$ cat src/rtl/opn_timing_pkg.sv
package opn_timing_pkg;

    // register map, addresses as latched by an a0=0 write
    localparam logic [7:0] addr_timer_a_hi = 8'h24;  // timer A bits 9..2
    localparam logic [7:0] addr_timer_a_lo = 8'h25;  // timer A bits 1..0
    localparam logic [7:0] addr_timer_b    = 8'h26;
    localparam logic [7:0] addr_timer_ctrl = 8'h27;
    localparam logic [7:0] addr_prescale_6 = 8'h2D;  // FM /6, SSG /4
    localparam logic [7:0] addr_prescale_3 = 8'h2E;  // FM /3, SSG /2
    localparam logic [7:0] addr_prescale_2 = 8'h2F;  // FM /2, SSG /1

    // fixed dividers
    localparam int unsigned adpcm_div   = 4;   // cen per ADPCM strobe
    localparam int unsigned adpcm3_div  = 6;   // ADPCM per ADPCM/3 strobe
    localparam int unsigned timer_b_sub = 16;  // FM strobes per timer B step

    // timer widths
    localparam int unsigned timer_a_w = 10;
    localparam int unsigned timer_b_w = 8;

    // 2'b10 after reset, 2'b0x means the fastest rate
    typedef logic [1:0] prescale_t;

    localparam prescale_t prescale_reset = 2'b10;

    typedef struct packed {
        logic fm;
        logic ssg;
        logic adpcm;
        logic adpcm3;
    } clk_ens_t;

    // laid out MSB first so bit 0 of 0x27 lands on load_a
    typedef struct packed {
        logic clear_b;   // bit 5
        logic clear_a;   // bit 4
        logic irq_en_b;  // bit 3
        logic irq_en_a;  // bit 2
        logic load_b;    // bit 1
        logic load_a;    // bit 0
    } timer_ctrl_t;

    // cen cycles per FM strobe
    function automatic logic [3:0] fm_div_of(input prescale_t s);
        case (s)
            2'b10:   return 4'd6;
            2'b11:   return 4'd3;
            default: return 4'd2;  // 2'b0x
        endcase
    endfunction

    // cen cycles per SSG strobe
    function automatic logic [2:0] ssg_div_of(input prescale_t s);
        case (s)
            2'b10:   return 3'd4;
            2'b11:   return 3'd2;
            default: return 3'd1;
        endcase
    endfunction

endpackage
$ cat src/rtl/opn_timing_top.sv
`timescale 1ns/1ps

module opn_timing_top
    import opn_timing_pkg::*;
(
    input  logic       clk,
    input  logic       rst_n,
    input  logic       cen,
    input  logic       a0,
    input  logic [7:0] din,
    input  logic       wr,
    output logic [7:0] dout,
    output logic       irq_n,
    output clk_ens_t   ens
);

    prescale_t            setting;
    logic                 presc_restart;
    logic [timer_a_w-1:0] value_a;
    logic [timer_b_w-1:0] value_b;
    timer_ctrl_t          ctrl;
    logic                 clear_a;
    logic                 clear_b;
    logic                 flag_a;
    logic                 flag_b;

    opn_regs regs_i (
        .clk           (clk),
        .rst_n         (rst_n),
        .a0            (a0),
        .din           (din),
        .wr            (wr),
        .flag_a        (flag_a),
        .flag_b        (flag_b),
        .dout          (dout),
        .setting       (setting),
        .presc_restart (presc_restart),
        .value_a       (value_a),
        .value_b       (value_b),
        .ctrl          (ctrl),
        .clear_a       (clear_a),
        .clear_b       (clear_b)
    );

    opn_prescaler prescaler_i (
        .clk     (clk),
        .rst_n   (rst_n),
        .cen     (cen),
        .setting (setting),
        .restart (presc_restart),
        .ens     (ens)
    );

    // timer A steps on every FM strobe
    opn_timer #(.cnt_w(timer_a_w), .sub_div(1)) timer_a (
        .clk    (clk),
        .rst_n  (rst_n),
        .tick   (ens.fm),
        .value  (value_a),
        .load   (ctrl.load_a),
        .irq_en (ctrl.irq_en_a),
        .clear  (clear_a),
        .flag   (flag_a)
    );

    // timer B, 16 FM strobes per step
    opn_timer #(.cnt_w(timer_b_w), .sub_div(timer_b_sub)) timer_b (
        .clk    (clk),
        .rst_n  (rst_n),
        .tick   (ens.fm),
        .value  (value_b),
        .load   (ctrl.load_b),
        .irq_en (ctrl.irq_en_b),
        .clear  (clear_b),
        .flag   (flag_b)
    );

    assign irq_n = ~(flag_a | flag_b);  // low while either flag is up

endmodule

$ cat src/rtl/opn_regs.sv
`timescale 1ns/1ps

module opn_regs
    import opn_timing_pkg::*;
(
    input  logic        clk,
    input  logic        rst_n,
    input  logic        a0,
    input  logic [7:0]  din,
    input  logic        wr,
    input  logic        flag_a,
    input  logic        flag_b,
    output logic [7:0]  dout,
    output prescale_t   setting,
    output logic        presc_restart,
    output logic [9:0]  value_a,
    output logic [7:0]  value_b,
    output timer_ctrl_t ctrl,
    output logic        clear_a,
    output logic        clear_b
);

    logic [7:0] addr;      // latched by a0=0 writes
    logic [7:0] ta_hi;
    logic [1:0] ta_lo;
    logic [7:0] tb;
    logic       wr_addr;
    logic       wr_data;
    logic       hit_presc;
    logic       hit_ctrl;

    assign wr_addr = wr & ~a0;
    assign wr_data = wr & a0;

    // any of the three prescaler commands
    assign hit_presc = (addr == addr_prescale_6) |
                       (addr == addr_prescale_3) |
                       (addr == addr_prescale_2);
    assign hit_ctrl  = (addr == addr_timer_ctrl);

    always_ff @(posedge clk or negedge rst_n) begin
        if (!rst_n) begin
            addr <= '0;
        end else if (wr_addr) begin
            addr <= din;
        end
    end

    // timer A and B start values
    always_ff @(posedge clk or negedge rst_n) begin
        if (!rst_n) begin
            ta_hi <= '0;
            ta_lo <= '0;
            tb    <= '0;
        end else if (wr_data) begin
            case (addr)
                addr_timer_a_hi: ta_hi <= din;
                addr_timer_a_lo: ta_lo <= din[1:0];  // upper bits dropped
                addr_timer_b:    tb    <= din;
                default: ;
            endcase
        end
    end

    // prescaler setting, data byte is don't care
    always_ff @(posedge clk or negedge rst_n) begin
        if (!rst_n) begin
            setting <= prescale_reset;
        end else if (wr_data) begin
            case (addr)
                addr_prescale_6: setting <= 2'b10;
                addr_prescale_3: setting <= 2'b11;
                addr_prescale_2: setting <= 2'b00;
                default: ;
            endcase
        end
    end

    // 0x27 held as written
    always_ff @(posedge clk or negedge rst_n) begin
        if (!rst_n) begin
            ctrl <= '0;
        end else if (wr_data && hit_ctrl) begin
            ctrl <= timer_ctrl_t'(din[5:0]);
        end
    end

    // one-cycle pulses
    always_ff @(posedge clk or negedge rst_n) begin
        if (!rst_n) begin
            presc_restart <= 1'b0;
            clear_a       <= 1'b0;
            clear_b       <= 1'b0;
        end else begin
            presc_restart <= wr_data & hit_presc;
            clear_a       <= wr_data & hit_ctrl & din[4];
            clear_b       <= wr_data & hit_ctrl & din[5];
        end
    end

    assign value_a = {ta_hi, ta_lo};  // 0x24 is the high part
    assign value_b = tb;

    // status byte, overflow flags only
    assign dout = {6'd0, flag_b, flag_a};

endmodule

$ cat src/rtl/opn_timer.sv
`timescale 1ns/1ps

module opn_timer
    import opn_timing_pkg::*;
#(
    parameter int unsigned cnt_w   = timer_a_w,
    parameter int unsigned sub_div = 1
) (
    input  logic             clk,
    input  logic             rst_n,
    input  logic             tick,
    input  logic [cnt_w-1:0] value,
    input  logic             load,
    input  logic             irq_en,
    input  logic             clear,
    output logic             flag
);

    // at least one bit even when there is no sub-prescaler
    localparam int unsigned sub_w = (sub_div > 1) ? $clog2(sub_div) : 1;

    logic [cnt_w-1:0] cnt;
    logic [sub_w-1:0] sub_cnt;
    logic             load_q;
    logic             load_rise;
    logic             sub_last;
    logic             step;
    logic             ovf;

    assign load_rise = load & ~load_q;  // start only, no reload while running
    assign sub_last  = (sub_cnt == sub_w'(sub_div - 1));
    assign step      = load & ~load_rise & tick & sub_last;
    assign ovf       = step & (&cnt);   // step taken at all ones

    always_ff @(posedge clk or negedge rst_n) begin
        if (!rst_n) begin
            load_q <= 1'b0;
        end else begin
            load_q <= load;
        end
    end

    // tick prescale, restarts together with the counter
    always_ff @(posedge clk or negedge rst_n) begin
        if (!rst_n) begin
            sub_cnt <= '0;
        end else if (!load || load_rise) begin
            sub_cnt <= '0;
        end else if (tick) begin
            sub_cnt <= sub_last ? '0 : sub_cnt + 1'b1;
        end
    end

    always_ff @(posedge clk or negedge rst_n) begin
        if (!rst_n) begin
            cnt <= '0;
        end else if (load_rise) begin
            cnt <= value;
        end else if (step) begin
            cnt <= ovf ? value : cnt + 1'b1;  // reload on wrap
        end
    end

    // sticky, a set wins over a clear in the same cycle
    always_ff @(posedge clk or negedge rst_n) begin
        if (!rst_n) begin
            flag <= 1'b0;
        end else begin
            flag <= (flag & ~clear) | (ovf & irq_en);
        end
    end

endmodule

$ cat src/rtl/opn_prescaler.sv
`timescale 1ns/1ps

module opn_prescaler
    import opn_timing_pkg::*;
(
    input  logic      clk,
    input  logic      rst_n,
    input  logic      cen,
    input  prescale_t setting,
    input  logic      restart,
    output clk_ens_t  ens
);

    logic [3:0] fm_cnt;
    logic [2:0] ssg_cnt;
    logic [2:0] adpcm_cnt;
    logic [2:0] adpcm3_cnt;
    logic [3:0] fm_last;      // wrap point, ratio minus one
    logic [2:0] ssg_last;
    prescale_t  setting_q;    // previous setting, for change detect
    logic       clr;
    logic       fm_zero;
    logic       ssg_zero;
    logic       adpcm_zero;
    logic       adpcm3_zero;

    assign fm_last  = fm_div_of(setting) - 4'd1;
    assign ssg_last = ssg_div_of(setting) - 3'd1;

    // restart on command or on any ratio change
    assign clr = restart | (setting != setting_q);

    assign fm_zero     = (fm_cnt == 4'd0);
    assign ssg_zero    = (ssg_cnt == 3'd0);
    assign adpcm_zero  = (adpcm_cnt == 3'd0);
    assign adpcm3_zero = (adpcm3_cnt == 3'd0);

    always_ff @(posedge clk or negedge rst_n) begin
        if (!rst_n) begin
            setting_q <= prescale_reset;
        end else begin
            setting_q <= setting;
        end
    end

    // all four counters only move on cen
    always_ff @(posedge clk or negedge rst_n) begin
        if (!rst_n) begin
            fm_cnt     <= '0;
            ssg_cnt    <= '0;
            adpcm_cnt  <= '0;
            adpcm3_cnt <= '0;
        end else if (clr) begin
            fm_cnt     <= '0;  // next cen fires everything
            ssg_cnt    <= '0;
            adpcm_cnt  <= '0;
            adpcm3_cnt <= '0;
        end else if (cen) begin
            fm_cnt  <= (fm_cnt >= fm_last) ? 4'd0 : fm_cnt + 4'd1;
            ssg_cnt <= (ssg_cnt >= ssg_last) ? 3'd0 : ssg_cnt + 3'd1;
            adpcm_cnt <= (adpcm_cnt == 3'(adpcm_div - 1)) ? 3'd0 : adpcm_cnt + 3'd1;
            if (adpcm_zero) begin
                // slow rate, one step per ADPCM strobe
                adpcm3_cnt <= (adpcm3_cnt == 3'(adpcm3_div - 1)) ? 3'd0
                                                                 : adpcm3_cnt + 3'd1;
            end
        end
    end

    // zero detect registered, so strobes come out of a flop
    always_ff @(posedge clk or negedge rst_n) begin
        if (!rst_n) begin
            ens <= '0;
        end else begin
            ens.fm     <= cen & ~clr & fm_zero;
            ens.ssg    <= cen & ~clr & ssg_zero;
            ens.adpcm  <= cen & ~clr & adpcm_zero;
            ens.adpcm3 <= cen & ~clr & adpcm_zero & adpcm3_zero;  // 1 in 24
        end
    end

endmodule

$ cat config.mk
export PLATFORM = sky130hd
export DESIGN_NAME = opn_timing_top
export DESIGN_NICKNAME = d
export VERILOG_FILES = /design/src/rtl/opn_timing_pkg.sv /design/src/rtl/opn_timing_top.sv /design/src/rtl/opn_regs.sv /design/src/rtl/opn_timer.sv /design/src/rtl/opn_prescaler.sv
export SDC_FILE = /design/constraint.sdc
export NUM_CORES = 1
export LEC_CHECK = 0
export ABC_AREA = 1
export CORE_MARGIN = 2
export CORE_UTILIZATION = 35
export DETAILED_ROUTE_END_ITERATION = 10
export DONT_BUFFER_PORTS = 1
export PLACE_DENSITY_LB_ADDON = 0.05
export SLEW_MARGIN = 20
export SYNTH_ARGS = -nofsm -noshare
export SYNTH_HDL_FRONTEND = slang
export SYNTH_HIERARCHICAL = 1
export SYNTH_SLANG_ARGS = --single-unit
$ cat constraint.sdc
create_clock -name clk -period 2.4 [get_ports clk]
set_input_delay 0.48 -clock clk [delete_from_list [all_inputs] [get_ports clk]]
set_output_delay 0.48 -clock clk [all_outputs]
set_load 0.02 [all_outputs]
### Yosys cells after proc, flatten, opt, wreduce, memory -nomap -nowiden

Cells that the tools add are included.

* equality and inequality tests: 13
* bitwise gates (word level): 41
* magnitude comparators: 2
* shift operators: 0
* reductions and logical operators: 23
* multiply operators: 0
* muxes and demuxes: 28
* divide/modulo/power cells: 0
* add/subtract/negate cells: 10

Operator list (count)
* equality test 8 x 6 -> 1 bit, second input constant: 7
* 2-to-1 mux 10 bit: 3
* 2-to-1 mux 3 bit: 10
* AND 1 bit: 25
* 2-to-1 mux 4 bit: 6
* 2-to-1 mux 8 bit: 3
* case mux 3 bit (2 select lines): 2
* nonzero test 2 bit: 6
* adder 10 x 1 -> 10 bit, second input constant: 1
* NOT 1 bit: 10
* AND reduction 10 bit: 1
* AND reduction 2 bit: 5
* adder 3 x 1 -> 3 bit, second input constant: 3
* logical NOT 3 bit: 3
* adder 4 x 1 -> 4 bit, second input constant: 2
* adder 8 x 1 -> 8 bit, second input constant: 1
* AND reduction 8 bit: 1
* bitwise OR 1 bit: 6
* case mux 2 bit (3 select lines): 1
* equality test 2 bit, second input constant: 2
* equality test 4 bit, second input constant: 1
* greater-or-equal comparator 4 bit: 1
* logical NOT 4 bit: 1
* subtractor 3 x 1 -> 4 bit, second input constant: 1
* 11 further kinds: 15

* bits in writable memories: 0
* output and inout port bits: 13
* bits in read-only memories: 0
* memories: 0
* bits of input ports: 13
* flip-flop bits (word level): 81
* latch bits: 0
* logic and storage cells: 146

### Longest topological paths before layout

Gate-level depths: netlist of run 1.

* depth in word-level cells: 10
* mapped depth: 9
* mapped depth without buffers: 9

### Hierarchy

Netlist of run 1, hierarchy kept.

Modules (own cells, without submodules)
* opn_regs: seq. area each 927.1 um^2, area each 1676.6 um^2, cells each 178, instances 1
* opn_prescaler: seq. area each 476.7 um^2, area each 1157.4 um^2, cells each 142, instances 1
* opn_timer (timer_b): seq. area each 350.3 um^2, area each 922.1 um^2, cells each 123, instances 1
* opn_timer (timer_a): seq. area each 300.3 um^2, area each 874.6 um^2, cells each 132, instances 1
* opn_timing_top: seq. area each 0.0 um^2, area each 3.8 um^2, cells each 1, instances 1

### Worst setup path after synthesis of run 1

Ideal clock, no wire load.

* path type: register -> register
* from: reg regs_i.setting[1]
* to: reg prescaler_i.fm_cnt[0]
* required time: 2317 ps
* setup slack: 947 ps
* cell stages (with the launch flop): 8
* buffers on the path: 0
* clock period less this slack: 1453 ps
* arrival: 1371 ps
* cell sequence: dfstp_2 -> nand2_1 -> ha_1 -> inv_1 -> nor2_1 -> o21ai_0 -> nand3_1 -> o21ai_0

* cells in the longest elaborated chain, start to end: 7
* elaborated cells on any way between the ends: 11
* classes of those cells: 1 x add/sub; 1 x order compare; 3 x eq/ne; 4 x mux; 1 x bitwise; 1 x reduce/logical

Ends and longest elaborated chain
* start, declared: RTL line opn_regs.sv:14 `output prescale_t setting,`
* start signal, assigned: RTL line opn_regs.sv:68 `setting <= prescale_reset;`
* equality test 2 bit: RTL line opn_timing_pkg.sv:45 `case (s)`
* case mux 3 bit (2 select lines): RTL line opn_timing_pkg.sv:45
* subtractor 3 x 1 -> 4 bit: RTL line opn_prescaler.sv:27 `assign fm_last = fm_div_of(setting) - 4'd1;`
* greater-or-equal comparator 4 bit: RTL line opn_prescaler.sv:59 `fm_cnt <= (fm_cnt >= fm_last) ? 4'd0 : fm_cnt + 4'd1;`
* 2-to-1 mux 4 bit: RTL line opn_prescaler.sv:59
* 2-to-1 mux 4 bit: RTL line opn_prescaler.sv:58 `end else if (cen) begin`
* 2-to-1 mux 4 bit: RTL line opn_prescaler.sv:53 `end else if (clr) begin`
* end signal, assigned: RTL line opn_prescaler.sv:59
* end, declared: RTL line opn_prescaler.sv:14 `logic [3:0] fm_cnt;`

Several ways; a longest one is shown, not always the timed one. The select of a mux whose other input is x is not followed.
A chain may end at the register's enable or synchronous reset.

### Worst setup path after layout of run 1

* from: reg prescaler_i/ens[3] (netlist name)
* to: reg timer_a.cnt[1]

* cells in the longest elaborated chain, start to end: 6
* elaborated cells on any way between the ends: 7
* classes of those cells: 3 x mux; 3 x bitwise; 1 x reduce/logical

Ends and longest elaborated chain
* AND 1 bit (*) (2 in a row): RTL line opn_timer.sv:32 `assign step = load & ~load_rise & tick & sub_last;`
* AND 1 bit: RTL line opn_timer.sv:33 `assign ovf = step & (&cnt);`
* 2-to-1 mux 10 bit: RTL line opn_timer.sv:60 `cnt <= ovf ? value : cnt + 1'b1;`
* 2-to-1 mux 10 bit: RTL line opn_timer.sv:59 `end else if (step) begin`
* 2-to-1 mux 10 bit: RTL line opn_timer.sv:57 `end else if (load_rise) begin`
* end signal, assigned: RTL line opn_timer.sv:58 `cnt <= value;`
* end signal, assigned: RTL line opn_timer.sv:60
* end, declared: RTL line opn_timer.sv:22 `logic [cnt_w-1:0] cnt;`

Every way passes the cells marked *; elsewhere a longest branch is shown, timed or not. The select of a mux whose other input is x is not followed.

==> metrics.md, run 1 <==
| Metric | Value |
|---|---|
| Setup violations, final | `0` |
| Syn Area/Cell | `8.02 um2` |
| Root Buffer | `clkbuf_16` |
| Worst Path Max Fanout | `10` |
| RSZ-0062 raised after global routing | `false` |
| Peak VDD IR | `0.320 mV` |
| Fillers | `1346` |
| Ys Warns | `6` |
| Router iterations before antenna repair | `4` |
| Commonest non-fill, non-tap cell in the layout | `nand2_1` |
| Final worst path period share | `69.0%` |
| WP data required | `2.62 ns` |
| CP arrival | `1.88 ns` |
| DIE WIDTH | `between 100 and 150 um` |
| Total GRT Usage | `between 10% and 20%` |
| R2r endpoint | `timer_a/cnt[1]` |
| Number of global-route vias before repair | `3295` |
| DRT iter0 DRCs | `between 150 and 200` |
| Worst Max-Slew Pin Slew | `between 0.5 and 0.6 ns` |
| Part of the power in registers | `45.2%` |
| DIE AREA | `about 14000 um2` |
| Layout Cells excl Fill | `749` |
| Post-DP Area | `around 4700 um2` |
| P_int | `~2600 uW` |
| Setup CP Type | `flip-flop to flip-flop` |
| Dpl cells | `between 700 and 800` |
| Post-route cell area | `around 5000 um2` |
| Fraction of layout cells with a size suffix above 1 | `12.7%` |
| WL final | `9640 um` |
| CTS tree | `built` |
| Status | `completed` |
| Initial Util | `36.1%` |
| Io pins | `26` |
| # resized after CTS | `0` |
| Reg2reg setup slack | `roughly 0.74 ns` |
| Most frequent cells in the layout | `nand2_1 (180), dfrtp_1 (78), inv_1 (64)` |
| Vias | `3423` |
| First-pass GRT wire length | `~16000 um` |
| Initial antenna violation count | `0` |
| Hold_ws | `0.0354 ns` |
| Final setup skew | `0.00756 ns` |
| Number of diodes | `0` |
| CP startpoint kind | `flip-flop` |
| CTS H-tree depth | `3` |
| WL/cell | `12.9 um` |
| Fin Setup TNS | `0 ns` |
| Setup WS post-layout | `0.745 ns` |
| Fmax | `604 MHz` |
| GP Congestion | `0.730` |
| Critical R2R Launch | `prescaler_i/ens[3]` |
| Row Count | `41` |
| Critical Path Source | `prescaler_i/ens[3]` |
| Slew headroom | `61.4%` |
| Clock share of power | `between 30% and 40%` |
| DRT antenna net count | `0` |
| Pin count of the biggest net entering global routing | `81` |
| Max_cap viols | `0` |
| Sw Ratio | `30.1%` |
| DR DRC count | `0` |
| Synth Cell Area | `4570 um2` |
| Net switching power | `1110 uW` |
| Clk Latency, worst-skew pair | `between 0.3 and 0.4 ns` |
| DR vias/cell | `~4.6` |
| Core Area | `12700 um2` |
| Fin crit period | `1.66 ns` |
| Hold WC Path Type | `input port to async pin` |
| Worst slack at placement | `0.731 ns` |
| Clock Sinks | `80` |
| Crit path capture | `timer_a/cnt[1]` |
| Post-synthesis cell count | `570` |
| Combinational power share | `17.0%` |
| CP Capture Type | `flip-flop` |
| Pwr dens | `736 nW/um2` |
| Reg area | `2000 um2` |
| P_leak | `0.00249 uW` |
| Area delta synth->final | `9.69%` |
| Clock slew at reported path FFs | `0.06 ns` |
| Fin nets | `600` |
| DP HPWL | `6830 um` |
| Number of port buffers | `0` |
| Chip height | `118 um` |
| Slew Limit Fails | `0` |
| TritonCTS Buffers | `9` |
| Total grt overflow | `0` |
| Final hold vios | `0` |
| Maximum buffer depth of the clock tree | `2` |
| Multi-input logic area | `2180 um2` |
| Length in cells of the worst reg-to-reg path | `6` |
-- how the worst min path moves through the flow --
stage               startpoint                   endpoint  slack [ns]  cells after the start
CTS                      rst_n  prescaler_i/adpcm3_cnt[1]        0.07                      1
floorplan                rst_n  prescaler_i/adpcm3_cnt[0]        0.18                      0
global route             rst_n  prescaler_i/adpcm3_cnt[0]        0.07                      1
detailed placement       rst_n         timer_b/sub_cnt[1]        0.19                      0
finish                   rst_n     prescaler_i/ssg_cnt[0]        0.04                      1
global placement         rst_n         timer_b/sub_cnt[1]        0.19                      0
-- flip-flops by register name, summed over array words and instances, names as in the netlist, 4 cells and up --
register and flops:
timer_a/cnt 10, regs_i/addr 8, regs_i/ta_hi 8, regs_i/value_b 8, timer_b/cnt 8, prescaler_i/ens 4, prescaler_i/fm_cnt 4, regs_i/ctrl 4
timer_b/sub_cnt 4
-- power groups by stage --
stage,logic (uW),registers (uW),clock network (uW)
after floorplan,504,1650,0
after global routing,742,1690,1500
final,628,1670,1390
after global placement,584,1690,0
after CTS,638,1670,1450
after detailed placement,602,1690,0
-- worst max-delay path, cell delays in order, from the launching register on --
cell,delay [ns]
dfrtp_1,0.57
nand2_2,0.21
inv_1,0.08
nor2_2,0.33
inv_2,0.18
nand3_1,0.13
nand2_1,0.05
-- final cells by class --
| type | instances | area share (%) |
|---|---|---|
| timing repair buffer | 2 | 0.699 |
| sequential | 80 | 40.0 |
| multi-input combinational | 404 | 43.4 |
| clock buffer | 13 | 5.19 |
| clock inverter | 3 | 0.799 |
| inverter | 75 | 5.62 |
| tap | 172 | 4.29 |
-- per-layer routing --
| layer | track usage (%) | vias to the layer above | part of all wire [%] |
|---|---|---|---|
| li1 | - | 1814 | - |
| met5 | 0 | - | 0 |
| met3 | 2.61 | 10 | 2.3 |
| met2 | 24.5 | 36 | 48 |
| met1 | 18.0 | 1563 | 48 |
| met4 | 6.10 | 0 | 1.6 |
-- repair_timing --
item                                   in CTS  in global routing
endpoints found under the hold margin      80                  0
hold buffers                                1                  0
setup buffers                               0                  0
-- per-stage QoR --
stage | power (uW) | util [%]
floorplan | 2160 | -
global placement | 2280 | 37.0
detailed placement | 2290 | 37.0
CTS | 3760 | 39.6
global route | 3930 | 39.6
finish | 3690 | 39.6
No activity file was read; power rests on OpenSTA's default activity.
==> run 2, diff against run 1 <==
Settings changed: ABC_AREA 1 to 0.
Clock period 2.4 ns to 1.73 ns, I/O delays scaled along.
==> run 2 against run 1 <==
Net effect: cell area grew 2.2%; largest cell class unchanged; clock-buffer cell count down 1; sequential power increased by 52%; the flow now finishes with violations (DRC, hold timing, setup timing); core utilization increased by 4.9 points; setup slack worse by 0.92 ns.
==> metrics.md, run 2 <==
| Metric | Value |
|---|---|
| Hold WC Path Type | `input port to async pin (unchanged)` |
| Fmax | `525 MHz (was 604 MHz)` |
| CTS H-tree depth | `3 (unchanged)` |
| Slew Limit Fails | `0 (unchanged)` |
| Final hold vios | `80 (was 0)` |
| RSZ-0062 raised after global routing | `true (was false)` |
| Router iterations before antenna repair | `7 (was 4)` |
| Initial Util | `36.2% (was 36.1%)` |
| Multi-input logic area | `2120 um2 (was 2180 um2)` |
| Total grt overflow | `0 (unchanged)` |
| Maximum buffer depth of the clock tree | `2 (unchanged)` |
| Reg area | `2010 um2 (was 2000 um2)` |
| Post-synthesis cell count | `373 (was 570)` |
| Slew headroom | `60.9% (was 61.4%)` |
| Clk Latency, worst-skew pair | `0.34 ns (was 0.33 ns)` |
| Total GRT Usage | `16.0% (was 14.4%)` |
| DIE WIDTH | `113 um (was 118 um)` |
| Status | `complete, but fails checks (was completed)` |
| Commonest non-fill, non-tap cell in the layout | `dfrtp_1 (was nand2_1)` |
| Number of diodes | `0 (unchanged)` |
| Fraction of layout cells with a size suffix above 1 | `32.0% (was 12.7%)` |
| Fillers | `1112 (was 1346)` |
| Clock slew at reported path FFs | `0.06 ns (about the same)` |
| Fin crit period | `1.91 ns (was 1.66 ns)` |
| Synth Cell Area | `4170 um2 (was 4570 um2)` |
| First-pass GRT wire length | `15900 um (was 16200 um)` |
| TritonCTS Buffers | `9 (unchanged)` |
| Pwr dens | `1250 nW/um2 (was 736 nW/um2)` |
| Setup violations, final | `28 (was 0)` |
| Vias | `3011 (was 3423)` |
| Row Count | `39 (was 41)` |
| Worst Path Max Fanout | `8 (was 10)` |
| Most frequent cells in the layout | `dfrtp_1 (76), buf_4 (41), nand2_1 (23) (was nand2_1 (180), dfrtp_1 (78), inv_1 (64))` |
| Initial antenna violation count | `0 (unchanged)` |
| Io pins | `26 (unchanged)` |
| Largest Register | `timer_a/cnt (unchanged)` |
| Number of global-route vias before repair | `3028 (was 3295)` |
| DRT antenna net count | `0 (unchanged)` |
| Clock Sinks | `80 (unchanged)` |
| Chip height | `113 um (was 118 um)` |
| Max_cap viols | `0 (unchanged)` |
| Slowest cell on the critical path | `or4b_1 (was dfrtp_1)` |
| Core Area | `11500 um2 (was 12700 um2)` |
| GP Congestion | `0.782 (was 0.730)` |
| WP data required | `1.96 ns (was 2.62 ns)` |
| Root Buffer | `clkbuf_16 (unchanged)` |
| Pin count of the biggest net entering global routing | `81 (unchanged)` |
| Failing checks | `DRC, hold timing, setup timing` |
| Fin nets | `443 (was 600)` |
| CP Capture Type | `flip-flop (unchanged)` |
| WL final | `9430 um (was 9640 um)` |
| Area delta synth->final | `22.7% (was 9.69%)` |
| Setup WS post-layout | `-0.175 ns (was 0.745 ns)` |
| Syn Area/Cell | `11.2 um2 (was 8.02 um2)` |
| Post-DP Area | `4570 um2 (was 4680 um2)` |
| Final worst path period share | `110% (was 69.0%)` |
| DR DRC count | `5 (was 0)` |
| Largest register FFs | `10 (unchanged)` |
| Worst Max-Slew Pin Slew | `0.585 ns (was 0.577 ns)` |
| P_leak | `0.00228 uW (was 0.00249 uW)` |
| Hold_ws | `-0.296 ns (was 0.0354 ns)` |
| Post-route cell area | `5120 um2 (was 5010 um2)` |
| WL/cell | `16.8 um (was 12.9 um)` |
| Total power | `6400 uW (was 3690 uW)` |
| Setup CP Type | `flip-flop to flip-flop (unchanged)` |
| CP arrival | `2.13 ns (was 1.88 ns)` |
| Worst path cell trace | `or4b_1 > buf_6 > nor4_4 > buf_6 > mux2_2 (was nand2_2 > inv_1 > nor2_2 > inv_2 > nand3_1 > nand2_1)` |
| Final setup skew | `0.00552 ns (was 0.00756 ns)` |
| Number of port buffers | `0 (unchanged)` |
| CP startpoint kind | `flip-flop (unchanged)` |
| DP HPWL | `6510 um (was 6830 um)` |
| Max incr delay on CP | `0.53 ns (was 0.57 ns)` |
| Peak VDD IR | `0.547 mV (was 0.320 mV)` |
| DRT iter0 DRCs | `168 (was 176)` |
| CTS tree | `built (unchanged)` |
| DR vias/cell | `5.36 (was 4.57)` |
| Most Frequent Cell on Critical Path | `buf_6` |
| DIE AREA | `12800 um2 (was 14000 um2)` |
| Ys Warns | `6 (unchanged)` |
## run 2: area by class of cell
class	count	share of cell area (%)
multi-input cells	258	41.4
flip-flops and latches	80	39.2
repair buffers	49	8.11
clock buffers	12	4.81
well taps	143	3.49
clock inverters	3	1.76
inverters	17	1.25
## run 2: worst paths after layout
check	startpoint	endpoint	slack, ns	depth (start not counted)
min in group clk	cen	prescaler_i/adpcm_cnt[2]	0.10	1
worst max-delay path	regs_i/addr[7]	regs_i/ta_hi[1]	-0.18	5
max in group asynchronous	rst_n	prescaler_i/setting_q[1]	1.83	0
worst min register to register	regs_i/clear_b	timer_b/flag	0.43	1
worst min-delay path	rst_n	prescaler_i/ens[0]	-0.30	0
worst max register to register	regs_i/addr[7]	regs_i/ta_hi[1]	-0.18	5
## run 2: critical path, delay by kind of cell, from the launching register on
family	cells	cell delay, ns
and+or+nand+nor	2	0.75
DFF	1	0.37
buffers and inverters	2	0.34
muxes	1	0.33
## run 2: power by group
part	leakage, uW	switching, uW	internal, uW
registers	0.00105	336	2200
clock network	0.000163	736	1440
logic	0.00106	784	898
total	0.00228	1860	4540
## run 2: what timing repair did
item / CTS / global route
cloned: 0 / 0
endpoints found under the hold margin: 80 / 80
resized for setup: 18 / 19
setup buffers: 1 / 5
pin swaps: 6 / 7
endpoints found under the setup margin: 29 / 40
## run 2: per-stage QoR
step           util [%]  hold WS, ns  setup WS (ns)  instances  setup TNS, ns
2_1_floorplan         -       0.0504         -0.215        378          -4.19
3_3_place_gp       39.7       0.0523         -0.186        541          -3.64
3_5_place_dp       39.7       0.0523         -0.194        541          -3.74
4_1_cts            43.4       -0.316         -0.182        557          -3.29
5_1_grt            44.5       -0.315         -0.228        562          -4.67
6_report           44.5       -0.296         -0.175        562          -2.89
## run 2: routing by layer
metal  wire, um  vias to the layer above  global-route usage, %
met2       4190                       53                   23.9
met5          0                        -                      0
met4        175                        0                   6.91
met3        399                       14                   4.12
met1       4670                     1495                   22.0
li1           -                     1449                      -
==> run 3, diff against run 2 <==
Settings changed: CAP_MARGIN set to 25, CELL_PAD_IN_SITES_DETAIL_PLACEMENT set to 1, CELL_PAD_IN_SITES_GLOBAL_PLACEMENT set to 1.
==> run 3 against run 2 <==
Net effect: the flow still finishes with violations (DRC, hold timing, setup timing); flip-flop and latch count unchanged; maximum frequency about the same; via count is 2.5% higher; sequential power is essentially flat; clock-buffer cell count grew 2; cell count grew 2.0%; critical path type unchanged.
==> metrics.md, run 3 (synthesis gave the netlist of run 2 again) <==
| Metric | Value |
|---|---|
| GP Congestion | `0.794 (was 0.782)` |
| Part of the power in registers | `39.8% (was 39.7%)` |
| CTS H-tree depth | `3 (unchanged)` |
| Vias | `3087 (was 3011)` |
| Number of port buffers | `0 (unchanged)` |
| Net switching power | `1940 uW (was 1860 uW)` |
| Combinational power share | `28.9% (was 26.3%)` |
| Setup WS post-layout | `-0.174 ns (was -0.175 ns)` |
| P_int | `4410 uW (was 4540 uW)` |
| Core Area | `11500 um2 (unchanged)` |
| Number of diodes | `0 (unchanged)` |
| CP Capture Type | `flip-flop (unchanged)` |
| Setup CP Type | `flip-flop to flip-flop (unchanged)` |
| Area delta synth->final | `25.8% (was 22.7%)` |
| Initial Util | `36.2% (unchanged)` |
| Total grt overflow | `0 (unchanged)` |
| DRT antenna net count | `0 (unchanged)` |
| DRT iter0 DRCs | `113 (was 168)` |
| Final hold vios | `80 (unchanged)` |
| Fin crit period | `1.90 ns (was 1.91 ns)` |
| Max_cap viols | `0 (unchanged)` |
| Clk Latency, worst-skew pair | `0.34 ns (about the same)` |
| Worst Path Max Fanout | `4 (was 8)` |
| DR DRC count | `1 (was 5)` |
| Maximum buffer depth of the clock tree | `2 (unchanged)` |
| Pin count of the biggest net entering global routing | `81 (unchanged)` |
| Worst slack at placement | `-0.224 ns (was -0.194 ns)` |
| Final worst path period share | `110% (about the same)` |
| Worst Max-Slew Pin Slew | `0.581 ns (was 0.585 ns)` |
| P_leak | `0.00233 uW (was 0.00228 uW)` |
| CP arrival | `2.13 ns (about the same)` |
| RSZ-0062 raised after global routing | `true (unchanged)` |
| WP data required | `1.95 ns (was 1.96 ns)` |
| Failing checks | `DRC, hold timing, setup timing (unchanged)` |
| Met3 usage | `4.02% (was 4.12%)` |
| WL/cell | `18.0 um (was 16.8 um)` |
| Clock Sinks | `80 (unchanged)` |
| Slew headroom | `61.2% (was 60.9%)` |
| Util after Layout | `45.6% (was 44.5%)` |
| Fraction of layout cells with a size suffix above 1 | `36.3% (was 32.0%)` |
| Clock share of power | `31.3% (was 34.0%)` |
| Slew Limit Fails | `0 (unchanged)` |
| CP startpoint kind | `flip-flop (unchanged)` |
| DP HPWL | `7300 um (was 6510 um)` |
| Fmax | `525 MHz (about the same)` |
| Final setup skew | `0.00362 ns (was 0.00552 ns)` |
| M2 GR Usage | `26.6% (was 23.9%)` |
| Most frequent cells in the layout | `dfrtp_1 (76), buf_4 (55), nand2_1 (23) (was dfrtp_1 (76), buf_4 (41), nand2_1 (23))` |
| Setup violations, final | `26 (was 28)` |
| Pwr dens | `1210 nW/um2 (was 1250 nW/um2)` |
| First-pass GRT wire length | `17300 um (was 15900 um)` |
| Total power | `6350 uW (was 6400 uW)` |
| Peak VDD IR | `0.586 mV (was 0.547 mV)` |
| Io pins | `26 (unchanged)` |
| Chip height | `113 um (unchanged)` |
| Number of global-route vias before repair | `3243 (was 3028)` |
| Commonest non-fill, non-tap cell in the layout | `dfrtp_1 (unchanged)` |
| DIE AREA | `12800 um2 (unchanged)` |
| Met1 usage | `23.6% (was 22.0%)` |
| WL final | `10300 um (was 9430 um)` |
| Fin nets | `453 (was 443)` |
| Row Count | `39 (unchanged)` |
| CTS tree | `built (unchanged)` |
| Sw Ratio | `30.5% (was 29.0%)` |
| Router iterations before antenna repair | `7 (unchanged)` |
| Initial antenna violation count | `0 (unchanged)` |
| Hold WC Path Type | `input port to async pin (unchanged)` |
| Root Buffer | `clkbuf_16 (unchanged)` |
| Largest register FFs | `10 (unchanged)` |
| Hold_ws | `-0.298 ns (was -0.296 ns)` |
| DIE WIDTH | `113 um (unchanged)` |
| DR vias/cell | `5.39 (was 5.36)` |
| Gr busiest metal | `met2 (unchanged)` |
| Total GRT Usage | `17.3% (was 16.0%)` |
| Largest Register | `timer_a/cnt (unchanged)` |
| Fin Setup TNS | `-2.84 ns (was -2.89 ns)` |
| TritonCTS Buffers | `9 (unchanged)` |
| Clock slew at reported path FFs | `0.06 ns (about the same)` |
| Status | `complete, but fails checks (unchanged)` |
run 3: cell type report:
type | count | area, um2
fillers | 1242 | 6260
multi-input cells | 258 | 2220
clock buffers | 14 | 274
repair buffers | 59 | 475
clock inverters | 2 | 37.5
well taps | 143 | 179
inverters | 17 | 63.8
flip-flops and latches | 80 | 2010
run 3: per-layer routing:
metal | up-vias | wire length (um)
li1 | 1469 | -
met1 | 1572 | 5020
met5 | - | 0
met4 | 0 | 141
met2 | 36 | 4820
met3 | 10 | 316
run 3: repair_timing:
action / in CTS / in global routing
resized for setup: 24 / 28
hold endpoints to repair: 80 / 80
pin swaps: 9 / 11
endpoints found under the setup margin: 32 / 46
buffers inserted: 1 / 6
cloned: 0 / 0
run 3: metrics by stage:
stage / cells / area (um2)
4_1_cts: 568 / 5100
3_5_place_dp: 551 / 4660
6_report: 573 / 5250
5_1_grt: 573 / 5250
2_1_floorplan: 378 / 4230
3_3_place_gp: 551 / 4660
run 3: critical path, stage by stage, from the launching register on:
cell and delay (ns):
dfrtp_1 0.37, or4b_4 0.60, buf_4 0.17, nor4_4 0.17, buf_4 0.18, mux2_4 0.29
run 3: final timing paths:
kind / startpoint / to / slack [ns] / cells past startpoint
hold reg to reg: regs_i/clear_b / timer_b/flag / 0.43 / 1
setup / recovery: regs_i/addr[6] / regs_i/ctrl[2] / -0.17 / 5
max in group asynchronous: rst_n / prescaler_i/setting_q[1] / 1.83 / 0
min in group clk: cen / prescaler_i/adpcm_cnt[2] / 0.09 / 1
hold / removal: rst_n / prescaler_i/ens[1] / -0.30 / 0
setup reg to reg: regs_i/addr[6] / regs_i/ctrl[2] / -0.17 / 5
run 3: power groups by stage:
stage               registers, uW  logic [uW]  clock network (uW)
global placement             2540        1560                   0
detailed placement           2550        1600                   0
CTS                          2530        1730                2060
finish                       2530        1840                1980
global route                 2580        2040                2140
floorplan                    2550         993                   0
